File: config.mk
export PLATFORM = sky130hd
export DESIGN_NAME = gremlin_top
export DESIGN_NICKNAME = d
export VERILOG_FILES = /design/src/common/gremlin_pkg.sv /design/src/scheduler/carousel_timer.sv /design/src/scheduler/xfer_sched_fsm.sv /design/src/design/host_regs.sv /design/src/design/status_capture.sv /design/src/design/gremlin_top.sv
export SDC_FILE = /design/constraint.sdc
export NUM_CORES = 1
export LEC_CHECK = 0
export BUFFER_PORTS_ARGS = -buffer_cell sky130_fd_sc_hd__clkbuf_2
export CORE_MARGIN = 2
export CORE_UTILIZATION = 49
export CTS_CLUSTER_DIAMETER = 100
export DETAILED_ROUTE_END_ITERATION = 10
export PLACE_DENSITY = 0.76
export SLEW_MARGIN = 20
export SYNTH_ARGS = -nofsm -noshare
export SYNTH_HDL_FRONTEND = slang
export SYNTH_SLANG_ARGS = --single-unit
export TNS_END_PERCENT = 1
File: constraint.sdc
create_clock -name CLK -period 4.51 [get_ports CLK]
set_input_delay 0.6765 -clock CLK [delete_from_list [all_inputs] [get_ports CLK]]
set_output_delay 0.6765 -clock CLK [all_outputs]
set_load 0.03 [all_outputs]
File: src/common/gremlin_pkg.sv
package gremlin_pkg;

  // ----------------------------------------
  // field widths
  // ----------------------------------------
  typedef logic        slot_t;        // 1 Gbps slot 0 or 1
  typedef logic [1:0]  section_t;     // enable section 0..3
  typedef logic [5:0]  count_t;       // blocks requested or sent
  typedef logic [19:0] page_t;        // mcu page address
  typedef logic [11:0] start_t;       // first block of the move
  typedef logic [63:0] host_word_t;   // host write data
  typedef logic [31:0] host_rdata_t;  // host read data

  // ----------------------------------------
  // transfer descriptor
  // ----------------------------------------
  // Field order matches host word bits 63:22 one to one, so the
  // descriptor is the top 42 bits of the host word.
  typedef struct packed {
    page_t    page;     // host bits 63:44
    start_t   start;    // host bits 43:32
    count_t   count;    // host bits 31:26
    section_t section;  // host bits 25:24
    logic     rd_op;    // memory read direction
    logic     on_data;  // selects the data half of memory
  } desc_t;

  // ----------------------------------------
  // completion status
  // ----------------------------------------
  typedef struct packed {
    count_t sent;       // blocks the mover actually moved
    logic   mover_irq;
    logic   abort;      // abrupt stop or device error
  } stat_t;

  // ----------------------------------------
  // scheduler states
  // ----------------------------------------
  typedef enum logic [2:0] {
    S_IDLE,   // waiting for a slot tick with a pending descriptor
    S_LOAD,   // descriptor loaded, set up request
    S_REQ,    // waiting for alignment grant
    S_RUN,    // mover busy
    S_DONE    // status capture cycle
  } sched_state_t;

endpackage

File: src/scheduler/carousel_timer.sv
`timescale 1ns/100ps

module carousel_timer
#(
  parameter int SMALL_PERIOD = 192,
  parameter int SLOT1_TICK   = 96
)
(
  input  logic CLK,
  input  logic RST,
  output logic tick_slot0_o,
  output logic tick_slot1_o,
  output logic rfrs_window_o
);

  localparam int SW = $clog2(SMALL_PERIOD);

  logic [SW-1:0] small_q;
  logic [3:0]    big_q;
  logic          small_wrap;

  assign small_wrap = (small_q == SW'(SMALL_PERIOD - 1));

  always_ff @(posedge CLK)
  begin
    if (!RST)
    begin
      small_q <= SW'(1);  // slot 0 waits one full period
      big_q   <= 4'd0;
    end
    else if (small_wrap)
    begin
      small_q <= '0;
      big_q   <= big_q + 4'd1;  // one big step per small period
    end
    else
      small_q <= small_q + 1'b1;
  end

  assign tick_slot0_o  = (small_q == '0);
  assign tick_slot1_o  = (small_q == SW'(SLOT1_TICK));
  assign rfrs_window_o = tick_slot0_o && big_q[0];  // odd big periods only

endmodule

File: src/scheduler/xfer_sched_fsm.sv
`timescale 1ns/100ps

module xfer_sched_fsm
(
  input  logic                    CLK,
  input  logic                    RST,
  input  logic                    tick_slot0_i,
  input  logic                    tick_slot1_i,
  input  logic                    rfrs_window_i,
  input  gremlin_pkg::desc_t      desc0_i,
  input  gremlin_pkg::desc_t      desc1_i,
  input  logic [1:0]              pending_i,
  input  logic [1:0]              mcu_grant_align_i,
  input  logic                    blck_working_i,
  output logic                    taken_o,
  output gremlin_pkg::slot_t      taken_slot_o,
  output gremlin_pkg::start_t     blck_start_o,
  output gremlin_pkg::count_t     blck_count_req_o,
  output gremlin_pkg::section_t   blck_section_o,
  output logic                    blck_issue_o,
  output logic [1:0]              rst_mvblck_o,
  output gremlin_pkg::page_t      mcu_page_addr_o,
  output logic [1:0]              mcu_req_align_o,
  output logic                    mcu_refresh_stb_o,
  output logic                    done_o,
  output gremlin_pkg::slot_t      done_slot_o,
  output gremlin_pkg::section_t   done_section_o
);

  gremlin_pkg::sched_state_t state_q;
  gremlin_pkg::desc_t        cur_q;
  gremlin_pkg::desc_t        take_desc;
  gremlin_pkg::slot_t        slot_q;
  gremlin_pkg::slot_t        take_slot;
  logic                      take_now;
  logic                      issue_new;
  logic                      working_prev;
  logic                      working_fall;
  logic                      granted;
  logic [7:0]                rfrs_req;  // wide enough for long busy stretches
  logic [7:0]                rfrs_ack;
  logic                      rfrs_grant;

  // slot whose tick is now and which has work
  always_comb
  begin
    take_now  = 1'b0;
    take_slot = 1'b0;
    if (state_q == gremlin_pkg::S_IDLE)
    begin
      if (tick_slot0_i && pending_i[0])
        take_now = 1'b1;
      else if (tick_slot1_i && pending_i[1])
      begin
        take_now  = 1'b1;
        take_slot = 1'b1;
      end
    end
  end

  assign take_desc    = take_slot ? desc1_i : desc0_i;
  assign taken_o      = take_now;
  assign taken_slot_o = take_slot;
  assign granted      = |(mcu_req_align_o & mcu_grant_align_i);
  assign working_fall = working_prev && !blck_working_i;
  assign rfrs_grant   = (rfrs_req != rfrs_ack) && (state_q == gremlin_pkg::S_IDLE) &&
                        (pending_i == 2'b00);

  // mover and mcu fields follow the loaded descriptor
  assign blck_start_o     = cur_q.start;
  assign blck_count_req_o = cur_q.count;
  assign blck_section_o   = cur_q.section;
  assign mcu_page_addr_o  = cur_q.page;
  assign done_o           = (state_q == gremlin_pkg::S_DONE);
  assign done_slot_o      = slot_q;
  assign done_section_o   = cur_q.section;

  always_ff @(posedge CLK)
  begin
    if (take_now)
    begin
      cur_q  <= take_desc;
      slot_q <= take_slot;
    end
  end

  // ----------------------------------------
  // transfer sequencing and refresh
  // ----------------------------------------
  always_ff @(posedge CLK)
  begin
    if (!RST)
    begin
      state_q           <= gremlin_pkg::S_IDLE;
      issue_new         <= 1'b0;
      blck_issue_o      <= 1'b0;
      working_prev      <= 1'b0;
      mcu_req_align_o   <= 2'b00;
      rst_mvblck_o      <= 2'b00;
      mcu_refresh_stb_o <= 1'b0;
      rfrs_req          <= 8'd0;
      rfrs_ack          <= 8'd0;
    end
    else
    begin
      working_prev <= blck_working_i;

      if (rfrs_window_i)
        rfrs_req <= rfrs_req + 8'd1;
      if (rfrs_grant)
      begin
        rfrs_ack          <= rfrs_ack + 8'd1;
        mcu_refresh_stb_o <= !mcu_refresh_stb_o;
      end

      case (state_q)
        gremlin_pkg::S_IDLE:
          if (take_now)
          begin
            rst_mvblck_o <= {take_desc.rd_op, !take_desc.rd_op};
            state_q      <= gremlin_pkg::S_LOAD;
          end
        gremlin_pkg::S_LOAD:
        begin
          issue_new       <= !issue_new;
          mcu_req_align_o <= {cur_q.on_data, !cur_q.on_data};  // one-hot half select
          state_q         <= gremlin_pkg::S_REQ;
        end
        gremlin_pkg::S_REQ:
          if (granted)
          begin
            blck_issue_o <= issue_new;  // toggles the mover strobe
            state_q      <= gremlin_pkg::S_RUN;
          end
        gremlin_pkg::S_RUN:
          if (working_fall)
          begin
            mcu_req_align_o <= 2'b00;
            state_q         <= gremlin_pkg::S_DONE;
          end
        gremlin_pkg::S_DONE:
        begin
          rst_mvblck_o <= 2'b00;
          state_q      <= gremlin_pkg::S_IDLE;
        end
        default:
          state_q <= gremlin_pkg::S_IDLE;
      endcase
    end
  end

endmodule

File: src/design/host_regs.sv
`timescale 1ns/100ps

module host_regs
(
  input  logic                      CLK,
  input  logic                      RST,
  input  logic                      write_cpu_i,
  input  logic                      read_cpu_i,
  input  logic                      addr_cpu_i,
  input  gremlin_pkg::host_word_t   in_cpu_i,
  input  logic                      taken_i,
  input  gremlin_pkg::slot_t        taken_slot_i,
  input  gremlin_pkg::stat_t        stat0_i,
  input  gremlin_pkg::stat_t        stat1_i,
  output logic                      write_ack_o,
  output logic                      read_ack_o,
  output gremlin_pkg::host_rdata_t  read_data_o,
  output gremlin_pkg::desc_t        desc0_o,
  output gremlin_pkg::desc_t        desc1_o,
  output logic [1:0]                pending_o
);

  logic                write_r;
  logic                read_r;
  logic                write_edge;
  logic                read_edge;
  gremlin_pkg::slot_t  wr_slot;
  gremlin_pkg::desc_t  wr_desc;
  gremlin_pkg::stat_t  rd_stat;
  gremlin_pkg::desc_t  bank_q [2];
  logic [1:0]          pending_q;

  assign write_edge = write_cpu_i && !write_r;  // rising edge only
  assign read_edge  = read_cpu_i && !read_r;
  assign wr_slot    = in_cpu_i[0];
  assign rd_stat    = addr_cpu_i ? stat1_i : stat0_i;

  // unpack host word into descriptor fields
  always_comb
  begin
    wr_desc.page    = in_cpu_i[63:44];
    wr_desc.start   = in_cpu_i[43:32];
    wr_desc.count   = in_cpu_i[31:26];
    wr_desc.section = in_cpu_i[25:24];
    wr_desc.rd_op   = in_cpu_i[23];
    wr_desc.on_data = in_cpu_i[22];
  end

  // ----------------------------------------
  // descriptor bank
  // ----------------------------------------
  always_ff @(posedge CLK)
  begin
    if (write_edge)
      bank_q[wr_slot] <= wr_desc;  // overwrites a still pending slot
  end

  assign desc0_o   = bank_q[0];
  assign desc1_o   = bank_q[1];
  assign pending_o = pending_q;

  // ----------------------------------------
  // strobes, pending flags, read data
  // ----------------------------------------
  always_ff @(posedge CLK)
  begin
    if (!RST)
    begin
      write_r     <= 1'b1;  // no edge straight out of reset
      read_r      <= 1'b1;
      write_ack_o <= 1'b0;
      read_ack_o  <= 1'b0;
      read_data_o <= '0;
      pending_q   <= 2'b00;
    end
    else
    begin
      write_r     <= write_cpu_i;
      read_r      <= read_cpu_i;
      write_ack_o <= write_edge;  // one cycle after the edge
      read_ack_o  <= read_edge;

      if (taken_i)
        pending_q[taken_slot_i] <= 1'b0;
      if (write_edge)
        pending_q[wr_slot] <= 1'b1;  // new write wins over a take

      if (read_edge)
        read_data_o <= {23'd0, pending_q[addr_cpu_i], rd_stat};
    end
  end

endmodule

File: src/design/status_capture.sv
`timescale 1ns/100ps

module status_capture
(
  input  logic                   CLK,
  input  logic                   RST,
  input  logic                   done_i,
  input  gremlin_pkg::slot_t     done_slot_i,
  input  gremlin_pkg::section_t  done_section_i,
  input  gremlin_pkg::stat_t     mover_stat_i,
  output gremlin_pkg::stat_t     stat0_o,
  output gremlin_pkg::stat_t     stat1_o,
  output logic [3:0]             en_stb_o
);

  gremlin_pkg::stat_t stat_q [2];

  // ----------------------------------------
  // per-slot status and section toggles
  // ----------------------------------------
  always_ff @(posedge CLK)
  begin
    if (!RST)
    begin
      stat_q[0] <= '0;
      stat_q[1] <= '0;
      en_stb_o  <= 4'b0000;
    end
    else if (done_i)
    begin
      stat_q[done_slot_i]      <= mover_stat_i;  // last completion of the slot
      en_stb_o[done_section_i] <= !en_stb_o[done_section_i];
    end
  end

  assign stat0_o = stat_q[0];
  assign stat1_o = stat_q[1];

endmodule

File: src/design/gremlin_top.sv
`timescale 1ns/100ps

module gremlin_top
#(
  parameter int SMALL_PERIOD = 192,
  parameter int SLOT1_TICK   = 96
)
(
  input  logic                      CLK,
  input  logic                      RST,
  // host
  input  logic                      write_cpu_i,
  input  logic                      read_cpu_i,
  input  logic                      addr_cpu_i,
  input  gremlin_pkg::host_word_t   in_cpu_i,
  output logic                      write_ack_o,
  output logic                      read_ack_o,
  output gremlin_pkg::host_rdata_t  read_data_o,
  // block mover
  output gremlin_pkg::start_t       blck_start_o,
  output gremlin_pkg::count_t       blck_count_req_o,
  output gremlin_pkg::section_t     blck_section_o,
  output logic                      blck_issue_o,
  output logic [1:0]                rst_mvblck_o,
  input  gremlin_pkg::count_t       blck_count_sent_i,
  input  logic                      blck_working_i,
  input  logic                      blck_irq_i,
  input  logic                      blck_abort_i,
  // mcu
  output gremlin_pkg::page_t        mcu_page_addr_o,
  output logic [1:0]                mcu_req_align_o,
  input  logic [1:0]                mcu_grant_align_i,
  output logic                      mcu_refresh_stb_o,
  // section enables
  output logic [3:0]                en_stb_o
);

  gremlin_pkg::desc_t     desc0;
  gremlin_pkg::desc_t     desc1;
  logic [1:0]             pending;
  logic                   taken;
  gremlin_pkg::slot_t     taken_slot;
  logic                   tick_slot0;
  logic                   tick_slot1;
  logic                   rfrs_window;
  logic                   done;
  gremlin_pkg::slot_t     done_slot;
  gremlin_pkg::section_t  done_section;
  gremlin_pkg::stat_t     stat0;
  gremlin_pkg::stat_t     stat1;
  gremlin_pkg::stat_t     mover_stat;

  assign mover_stat = '{sent: blck_count_sent_i, mover_irq: blck_irq_i, abort: blck_abort_i};

  host_regs host_regs_i (
    .CLK (CLK), .RST (RST),
    .write_cpu_i (write_cpu_i), .read_cpu_i (read_cpu_i),
    .addr_cpu_i (addr_cpu_i), .in_cpu_i (in_cpu_i),
    .taken_i (taken), .taken_slot_i (taken_slot),
    .stat0_i (stat0), .stat1_i (stat1),
    .write_ack_o (write_ack_o), .read_ack_o (read_ack_o),
    .read_data_o (read_data_o),
    .desc0_o (desc0), .desc1_o (desc1), .pending_o (pending)
  );

  carousel_timer #(
    .SMALL_PERIOD (SMALL_PERIOD),
    .SLOT1_TICK   (SLOT1_TICK)
  ) carousel_timer_i (
    .CLK (CLK), .RST (RST),
    .tick_slot0_o (tick_slot0), .tick_slot1_o (tick_slot1),
    .rfrs_window_o (rfrs_window)
  );

  xfer_sched_fsm xfer_sched_fsm_i (
    .CLK (CLK), .RST (RST),
    .tick_slot0_i (tick_slot0), .tick_slot1_i (tick_slot1),
    .rfrs_window_i (rfrs_window),
    .desc0_i (desc0), .desc1_i (desc1), .pending_i (pending),
    .mcu_grant_align_i (mcu_grant_align_i), .blck_working_i (blck_working_i),
    .taken_o (taken), .taken_slot_o (taken_slot),
    .blck_start_o (blck_start_o), .blck_count_req_o (blck_count_req_o),
    .blck_section_o (blck_section_o), .blck_issue_o (blck_issue_o),
    .rst_mvblck_o (rst_mvblck_o),
    .mcu_page_addr_o (mcu_page_addr_o), .mcu_req_align_o (mcu_req_align_o),
    .mcu_refresh_stb_o (mcu_refresh_stb_o),
    .done_o (done), .done_slot_o (done_slot), .done_section_o (done_section)
  );

  status_capture status_capture_i (
    .CLK (CLK), .RST (RST),
    .done_i (done), .done_slot_i (done_slot), .done_section_i (done_section),
    .mover_stat_i (mover_stat),
    .stat0_o (stat0), .stat1_o (stat1), .en_stb_o (en_stb_o)
  );

endmodule

* After elaboration in Yosys (flattened, before gate mapping)
Memory sizes are Yosys's and may differ from the RTL's.
Index checks and enable logic that the tools add are counted.
** Word-level totals
- Register bits after elaboration :: 100
- RAM bits :: 100
- Input port bits :: 80
- Output and inout port bits :: 84
- Logic and storage cells :: 123
- Memories :: 2
** Cells by class
- $add $sub $neg :: 4
- Magnitude comparators :: 7
- Equal/unequal tests :: 10
- Mux-type cells :: 39
- Bitwise operators :: 5
- Reductions and logical operators :: 31
** Memory list
- host_regs_i.bank_q :: depth 2, bits a word 42, rd ports 2, clocked after memory_dff 0, wr ports 1, RTL line host_regs.sv:30 : gremlin_pkg::desc_t bank_q [2];
- status_capture_i.stat_q :: depth 2, bits a word 8, rd ports 2, clocked after memory_dff 0, wr ports 2, RTL line status_capture.sv:16 : gremlin_pkg::stat_t stat_q [2];
** Operators by type and width (number)
- 2-to-1 mux 42 bit :: 1
- adder 8 x 1 -> 8 bit, second input constant :: 3
- 2-to-1 mux 1 bit :: 20
- 2-to-1 mux 8 bit :: 2
- case mux 3 bit (4 select lines) :: 1
- logical AND 1 bit :: 11
- 2-to-1 mux 2 bit :: 5
- 2-to-1 mux 3 bit :: 3
- == test 8 x 7 -> 1 bit, second input constant :: 1
- == test 8 bit, second input constant :: 1
- zero test 1 bit :: 8
- zero test 8 bit :: 1
- != test 8 bit :: 1
- case mux 2 bit (2 select lines) :: 2
- OR reduction 8 bit :: 1
- == test 3 x 2 -> 1 bit, second input constant :: 2
- less-than comparator 1 x 2 -> 1 bit, second input constant :: 3
- AND reduction 2 bit :: 3
- adder 4 x 1 -> 4 bit, second input constant :: 1
- bitwise AND 2 bit :: 2
- bitwise mux 4 bit :: 1
- != test 2 x 1 -> 1 bit, second input constant :: 2
- nonzero test 2 bit :: 2
- OR reduction 2 bit :: 2
- other kinds (15) :: 17

* Logic depth before layout (Yosys ltp)
- Word-level depth :: 15
- Mapped depth :: 8
- Depth with buffers taken out :: 7

* Hierarchy
A second synthesis with hierarchy kept.
** Second synthesis, totals
- Cell total of the unflattened synthesis :: 561
- Area total of the unflattened synthesis :: 8182.8 µm²
** By module, submodules not included
- xfer_sched_fsm :: instances 1, cells each 281, area each 3585.9 µm², seq. area each 1801.7 µm²
- host_regs :: instances 1, cells each 167, area each 3321.9 µm², seq. area each 2822.7 µm²
- status_capture :: instances 1, cells each 59, area each 822.0 µm², seq. area each 560.5 µm²
- carousel_timer :: instances 1, cells each 54, area each 452.9 µm², seq. area each 180.2 µm²

* Worst setup path after synthesis
OpenSTA, ideal clock, no wires.
- Path type :: register to register
- From :: reg carousel_timer_i.small_q[0]
- To :: reg xfer_sched_fsm_i.rst_mvblck_o[0]
- Setup time :: 0.299 ns
- Arrival time :: 4.626 ns
- Required time :: 4.211 ns
- Path slack :: -0.416 ns
- Stages on the path, launching flop included :: 7
- Path buffers :: 0
- Clock period less this slack :: 4.926 ns
- Cell sequence :: dfxtp_1 inv_1 ha_1 nor4b_1 nand2b_1 a211oi_1 o21ai_0
** On the way
- Elaborated cells between the ends (all ways) :: 15
- Those cells by class :: eq/ne (2); mux (8); reduce/logical (5)
** RTL lines
- from (decl) :: RTL line carousel_timer.sv:18 : logic [SW-1:0] small_q;
- from (signal assigned) :: RTL line carousel_timer.sv:37 : small_q <= small_q + 1'b1;
- == test 8 x 7 -> 1 bit :: RTL line carousel_timer.sv:41 : assign tick_slot1_o = (small_q == SW'(SLOT1_TICK));
- logical AND 1 bit :: RTL line xfer_sched_fsm.sv:53 : else if (tick_slot1_i && pending_i[1])
- 2-to-1 mux 1 bit :: RTL line xfer_sched_fsm.sv:53
- 2-to-1 mux 1 bit * :: RTL line xfer_sched_fsm.sv:51 : if (tick_slot0_i && pending_i[0])
- 2-to-1 mux 1 bit * :: RTL line xfer_sched_fsm.sv:49 : if (state_q == gremlin_pkg::S_IDLE)
- net host_regs_i.taken_i :: RTL line host_regs.sv:11 : input logic taken_i,
- != test 2 bit (no line) *
- AND reduction 2 bit (no line) *
- to (signal assigned) :: RTL line xfer_sched_fsm.sv:120 : rst_mvblck_o <= {take_desc.rd_op, !take_desc.rd_op};
- to (decl) :: RTL line xfer_sched_fsm.sv:21 : output logic [1:0] rst_mvblck_o,
The timed path passes the listed nets; every way through them passes the cells marked *. The select of a mux whose other input is x is not followed.
A chain may end at the register's enable or synchronous reset.

* Worst setup path after layout
- From :: reg carousel_timer_i.small_q[0]
- To :: reg xfer_sched_fsm_i.cur_q, in the netlist xfer_sched_fsm_i.mcu_page_addr_o[7], enable pin
** On the way
- Longest elaborated chain between the ends :: 5
- Elaborated cells between the ends (all ways) :: 7
- Those cells by class :: eq/ne (1); mux (3); reduce/logical (3)
** RTL lines
- == test 8 x 7 -> 1 bit :: RTL line carousel_timer.sv:41
- logical AND 1 bit :: RTL line xfer_sched_fsm.sv:53
- 2-to-1 mux 1 bit :: RTL line xfer_sched_fsm.sv:53
- 2-to-1 mux 1 bit * :: RTL line xfer_sched_fsm.sv:51
- 2-to-1 mux 1 bit * :: RTL line xfer_sched_fsm.sv:49
- net host_regs_i.taken_i :: RTL line host_regs.sv:11
- to (signal assigned) :: RTL line xfer_sched_fsm.sv:82 : cur_q <= take_desc;
- to (decl) :: RTL line xfer_sched_fsm.sv:31 : gremlin_pkg::desc_t cur_q;
The timed path passes the listed nets; every way through them passes the cells marked *.

==> results.py <==
metrics = {
    "outcome": {
        "outcome": "finished clean",
    },
    "timing": {
        "relSlewSlack_pct": 33.8,
        "drv_slew": 0,
        "period_share_pct": 48.3,
        "finClkSkew_ps": 8.16,
        "finalSetupViolCount": 0,
        "rsz0062_at_grt": "false",
        "finalSetupTns_ps": 0,
        "finalHoldViolCount": 0,
        "fin_crit_ps": 2180,
        "max_freq_ghz": 0.459,
        "worstMarginPinSlew_ps": 992,
        "fin_hold_ws_ps": 430,
    },
    "setup_path": {
        "crit_type": "flip-flop to flip-flop",
        "worstPathMaxFanout": 27,
        "reg2reg_to": "xfer_sched_fsm_i.mcu_page_addr_o[7]",
        "worstSetupEndpointType": "flip-flop",
        "cp-start-kind": "flip-flop",
        "r2r_cells": 6,
        "required_ps": 4590,
        "arrival_ps": 2260,
        "r2r_slack_ps": 2330,
        "rr_startpoint": "carousel_timer_i.small_q[0]",
    },
    "power": {
        "vdd_ir_drop_max_v": 0.000267,
        "power_leakage_nw": 3.56,
        "powerDensity_nw_per_um2": 411,
    },
    "drt": {
        "wl_mm": 13.9,
        "drc": 0,
        "via_per_inst": 4.96,
        "drt-pass1-iter-count": 4,
        "ant_nets": 0,
        "wl_per_cell_um": 14.8,
        "vias": 4658,
        "drt_iter0_markers": 225,
    },
    "die": {
        "row_count": 46,
        "fp.coreArea_sq_um": 15800,
        "die_w_um": 130,
        "start_util_pct": 49.7,
        "pin_count": 164,
        "die_h_um": 130,
        "die_area_sq_um": 17000,
    },
    "layout": {
        "stdcell_area_sq_um": 8880,
        "mostFrequentLayoutCells": "142 x edfxtp_1, 133 x nand2_1, 119 x clkbuf_2",
        "antenna-diode-count": 0,
        "mostFrequentLayoutCell": "edfxtp_1",
        "syn_to_final_growth_pct": 13.4,
        "fin_nets": 794,
        "drive_gt1_share_pct": 23.2,
    },
    "placement": {
        "io_buffers": 119,
        "gp_congestion": 0.783,
        "post_dp_cell_area_sq_um": 8290,
        "hpwl_mm": 9.24,
    },
    "global_route": {
        "antenna_found_initial": 0,
        "grt_pass1_vias": 4667,
        "grt_usage_pct": 17.2,
        "grt_pass1_wl_mm": 22.3,
        "gr-total-overflow": 0,
        "grt_max_degree": 44,
    },
    "hold_path": {
        "hp-class": "input pin to flip-flop",
        "min_from": "in_cpu_i[45]",
        "min_to": "host_regs_i.bank_q[0][23]",
        "min_path_cells": 1,
    },
    "synth": {
        "yosys_register_bits": 197,
        "synth.distinct_cells": 42,
        "synth_mux_area_share_pct": 1.80,
        "yosys_warnings": 0,
        "synth_xor_area_share_pct": 3.35,
        "yosysSeqAreaShare_pct": 68.5,
        "synthAdderAreaFrac_pct": 0.639,
        "avgSynthCellArea_sq_um": 12.5,
        "synth_top_family_by_area": "simple AND/OR/NAND/NOR gates",
        "synthSimpleGateAreaFrac_pct": 14.8,
        "synth_compound_area_share_pct": 3.43,
        "synth_area_sq_um": 7840,
        "netlist_instances": 628,
    },
    "clocking": {
        "clk_latency_ps": 430,
        "hold_buffers": 0,
        "clockRootBuffer": "clkbuf_16",
        "clock-sinks": 197,
        "numCtsBuffers": 17,
        "post_cts.repair.setup_buffers": 0,
        "clock_path_buffers": 2,
        "cts_resized": 0,
        "cts_tree": "done",
        "path_clk_slew_ps": 70,
        "htreeDepth": 4,
    },
    "flow_run": {
        "maxCapViolations": 0,
    },
}
[per-stage QoR]
stage / power, mW / cells / utilization (%) / worst slack (ps)
after floorplan: 2.17 / 650 / - / 1210
after global placement: 2.21 / 907 / 52.6 / 2230
after detailed placement: 2.22 / 907 / 52.6 / 2180
after CTS: 3.69 / 939 / 56.3 / 2310
after global routing: 3.77 / 939 / 56.3 / 2110
final: 3.65 / 939 / 56.3 / 2330
[synthesized netlist by cell type]
library cell,n,area (sq um)
nand2_1,133,499
nor4b_1,3,26.3
edfxtp_1,142,4260
a221oi_1,1,8.76
nor4_1,3,18.8
and3_1,6,37.5
or3_1,1,6.26
a2111oi_2,1,15.0
buf_1,3,11.3
and2b_1,1,7.51
dfxtp_1,55,1100
a211oi_1,11,82.6
and4b_1,1,10.0
nand2b_1,8,50.1
clkbuf_1,16,60.1
a21oi_2,1,8.76
o21a_1,1,7.51
a21oi_1,7,35.0
o21ai_0,4,20.0
a22oi_1,3,22.5
buf_2,1,5.00
nand3b_1,3,22.5
nor2b_1,3,18.8
nor2_1,42,158
nor3b_1,5,37.5
xor2_1,16,140
inv_1,10,37.5
nand4_1,6,37.5
xnor2_1,14,123
mux2i_1,13,130
and2_1,22,138
a21o_1,2,15.0
conb_1,1,3.75
nor3_1,4,20.0
mux2_2,1,11.3
o41ai_1,1,8.76
nand3_1,12,60.1
a31o_2,2,17.5
ha_1,4,50.1
buf_4,63,473
a2111oi_4,1,27.5
or3_4,1,11.3
[worst max path at each step]
stage	start	to	slack (ps)	cells after the start
final	carousel_timer_i.small_q[0]	xfer_sched_fsm_i.mcu_page_addr_o[7]	2330	6
after floorplan	carousel_timer_i.small_q[0]	xfer_sched_fsm_i.rst_mvblck_o[0]	1210	6
after global placement	write_cpu_i	host_regs_i.bank_q[1][13]	2230	3
after detailed placement	write_cpu_i	host_regs_i.bank_q[1][13]	2180	3
after CTS	carousel_timer_i.small_q[0]	xfer_sched_fsm_i.mcu_page_addr_o[14]	2310	6
after global routing	carousel_timer_i.small_q[1]	xfer_sched_fsm_i.mcu_page_addr_o[9]	2110	8
[area by class of cell]
cell class	instances	area, sq um
inverters	10	37.5
multi-input cells	360	1990
flip-flops and latches	197	5370
clock inverters	15	163
well taps	216	270
clock buffers	17	425
repair buffers	124	633
fillers	1292	6890
[per-layer routing]
metal	vias up	global-route usage, %	wire [um]
met2	154	29.5	6890
met5	-	0	0
met3	20	6.39	1140
li1	2248	-	-
met4	0	5.94	234
met1	2236	20.0	5660
[flip-flops by register name (all words and copies together) (netlist names), 3 cells and up]
name / cells
xfer_sched_fsm_i.mcu_page_addr_o: 20
host_regs_i.read_data_o: 9
status_capture_i.en_stb_o: 4
carousel_timer_i.small_q: 8
xfer_sched_fsm_i.blck_count_req_o: 6
xfer_sched_fsm_i.blck_start_o: 12
xfer_sched_fsm_i.rfrs_req: 8
status_capture_i.stat_q: 16
host_regs_i.bank_q: 84
xfer_sched_fsm_i.rfrs_ack: 8
xfer_sched_fsm_i.state_q: 3
[where the power goes]
group / internal [mW] / total [mW] / switching [mW]
logic: 0.0585 / 0.181 / 0.122
registers: 1.97 / 1.99 / 0.0215
clock network: 0.787 / 1.48 / 0.692
[worst max-delay path: stages, from the launching register on]
cell	delay [ps]
dfxtp_1	340
inv_1	80
ha_1	170
nor4b_1	300
nand2b_1	220
a211oi_4	290
buf_4	410
[cell families after synthesis]
| group | after synthesis |
|---|---|
| other | 1 |
| DFF | 197 |
| buffers and inverters | 93 |
| AOI/OAI and AO/OA | 35 |
| xor gates and xnor gates | 30 |
| and+or+nand+nor | 254 |
| muxes | 14 |
| adders and majority gates | 4 |
Power figures use the tool's default switching activity.
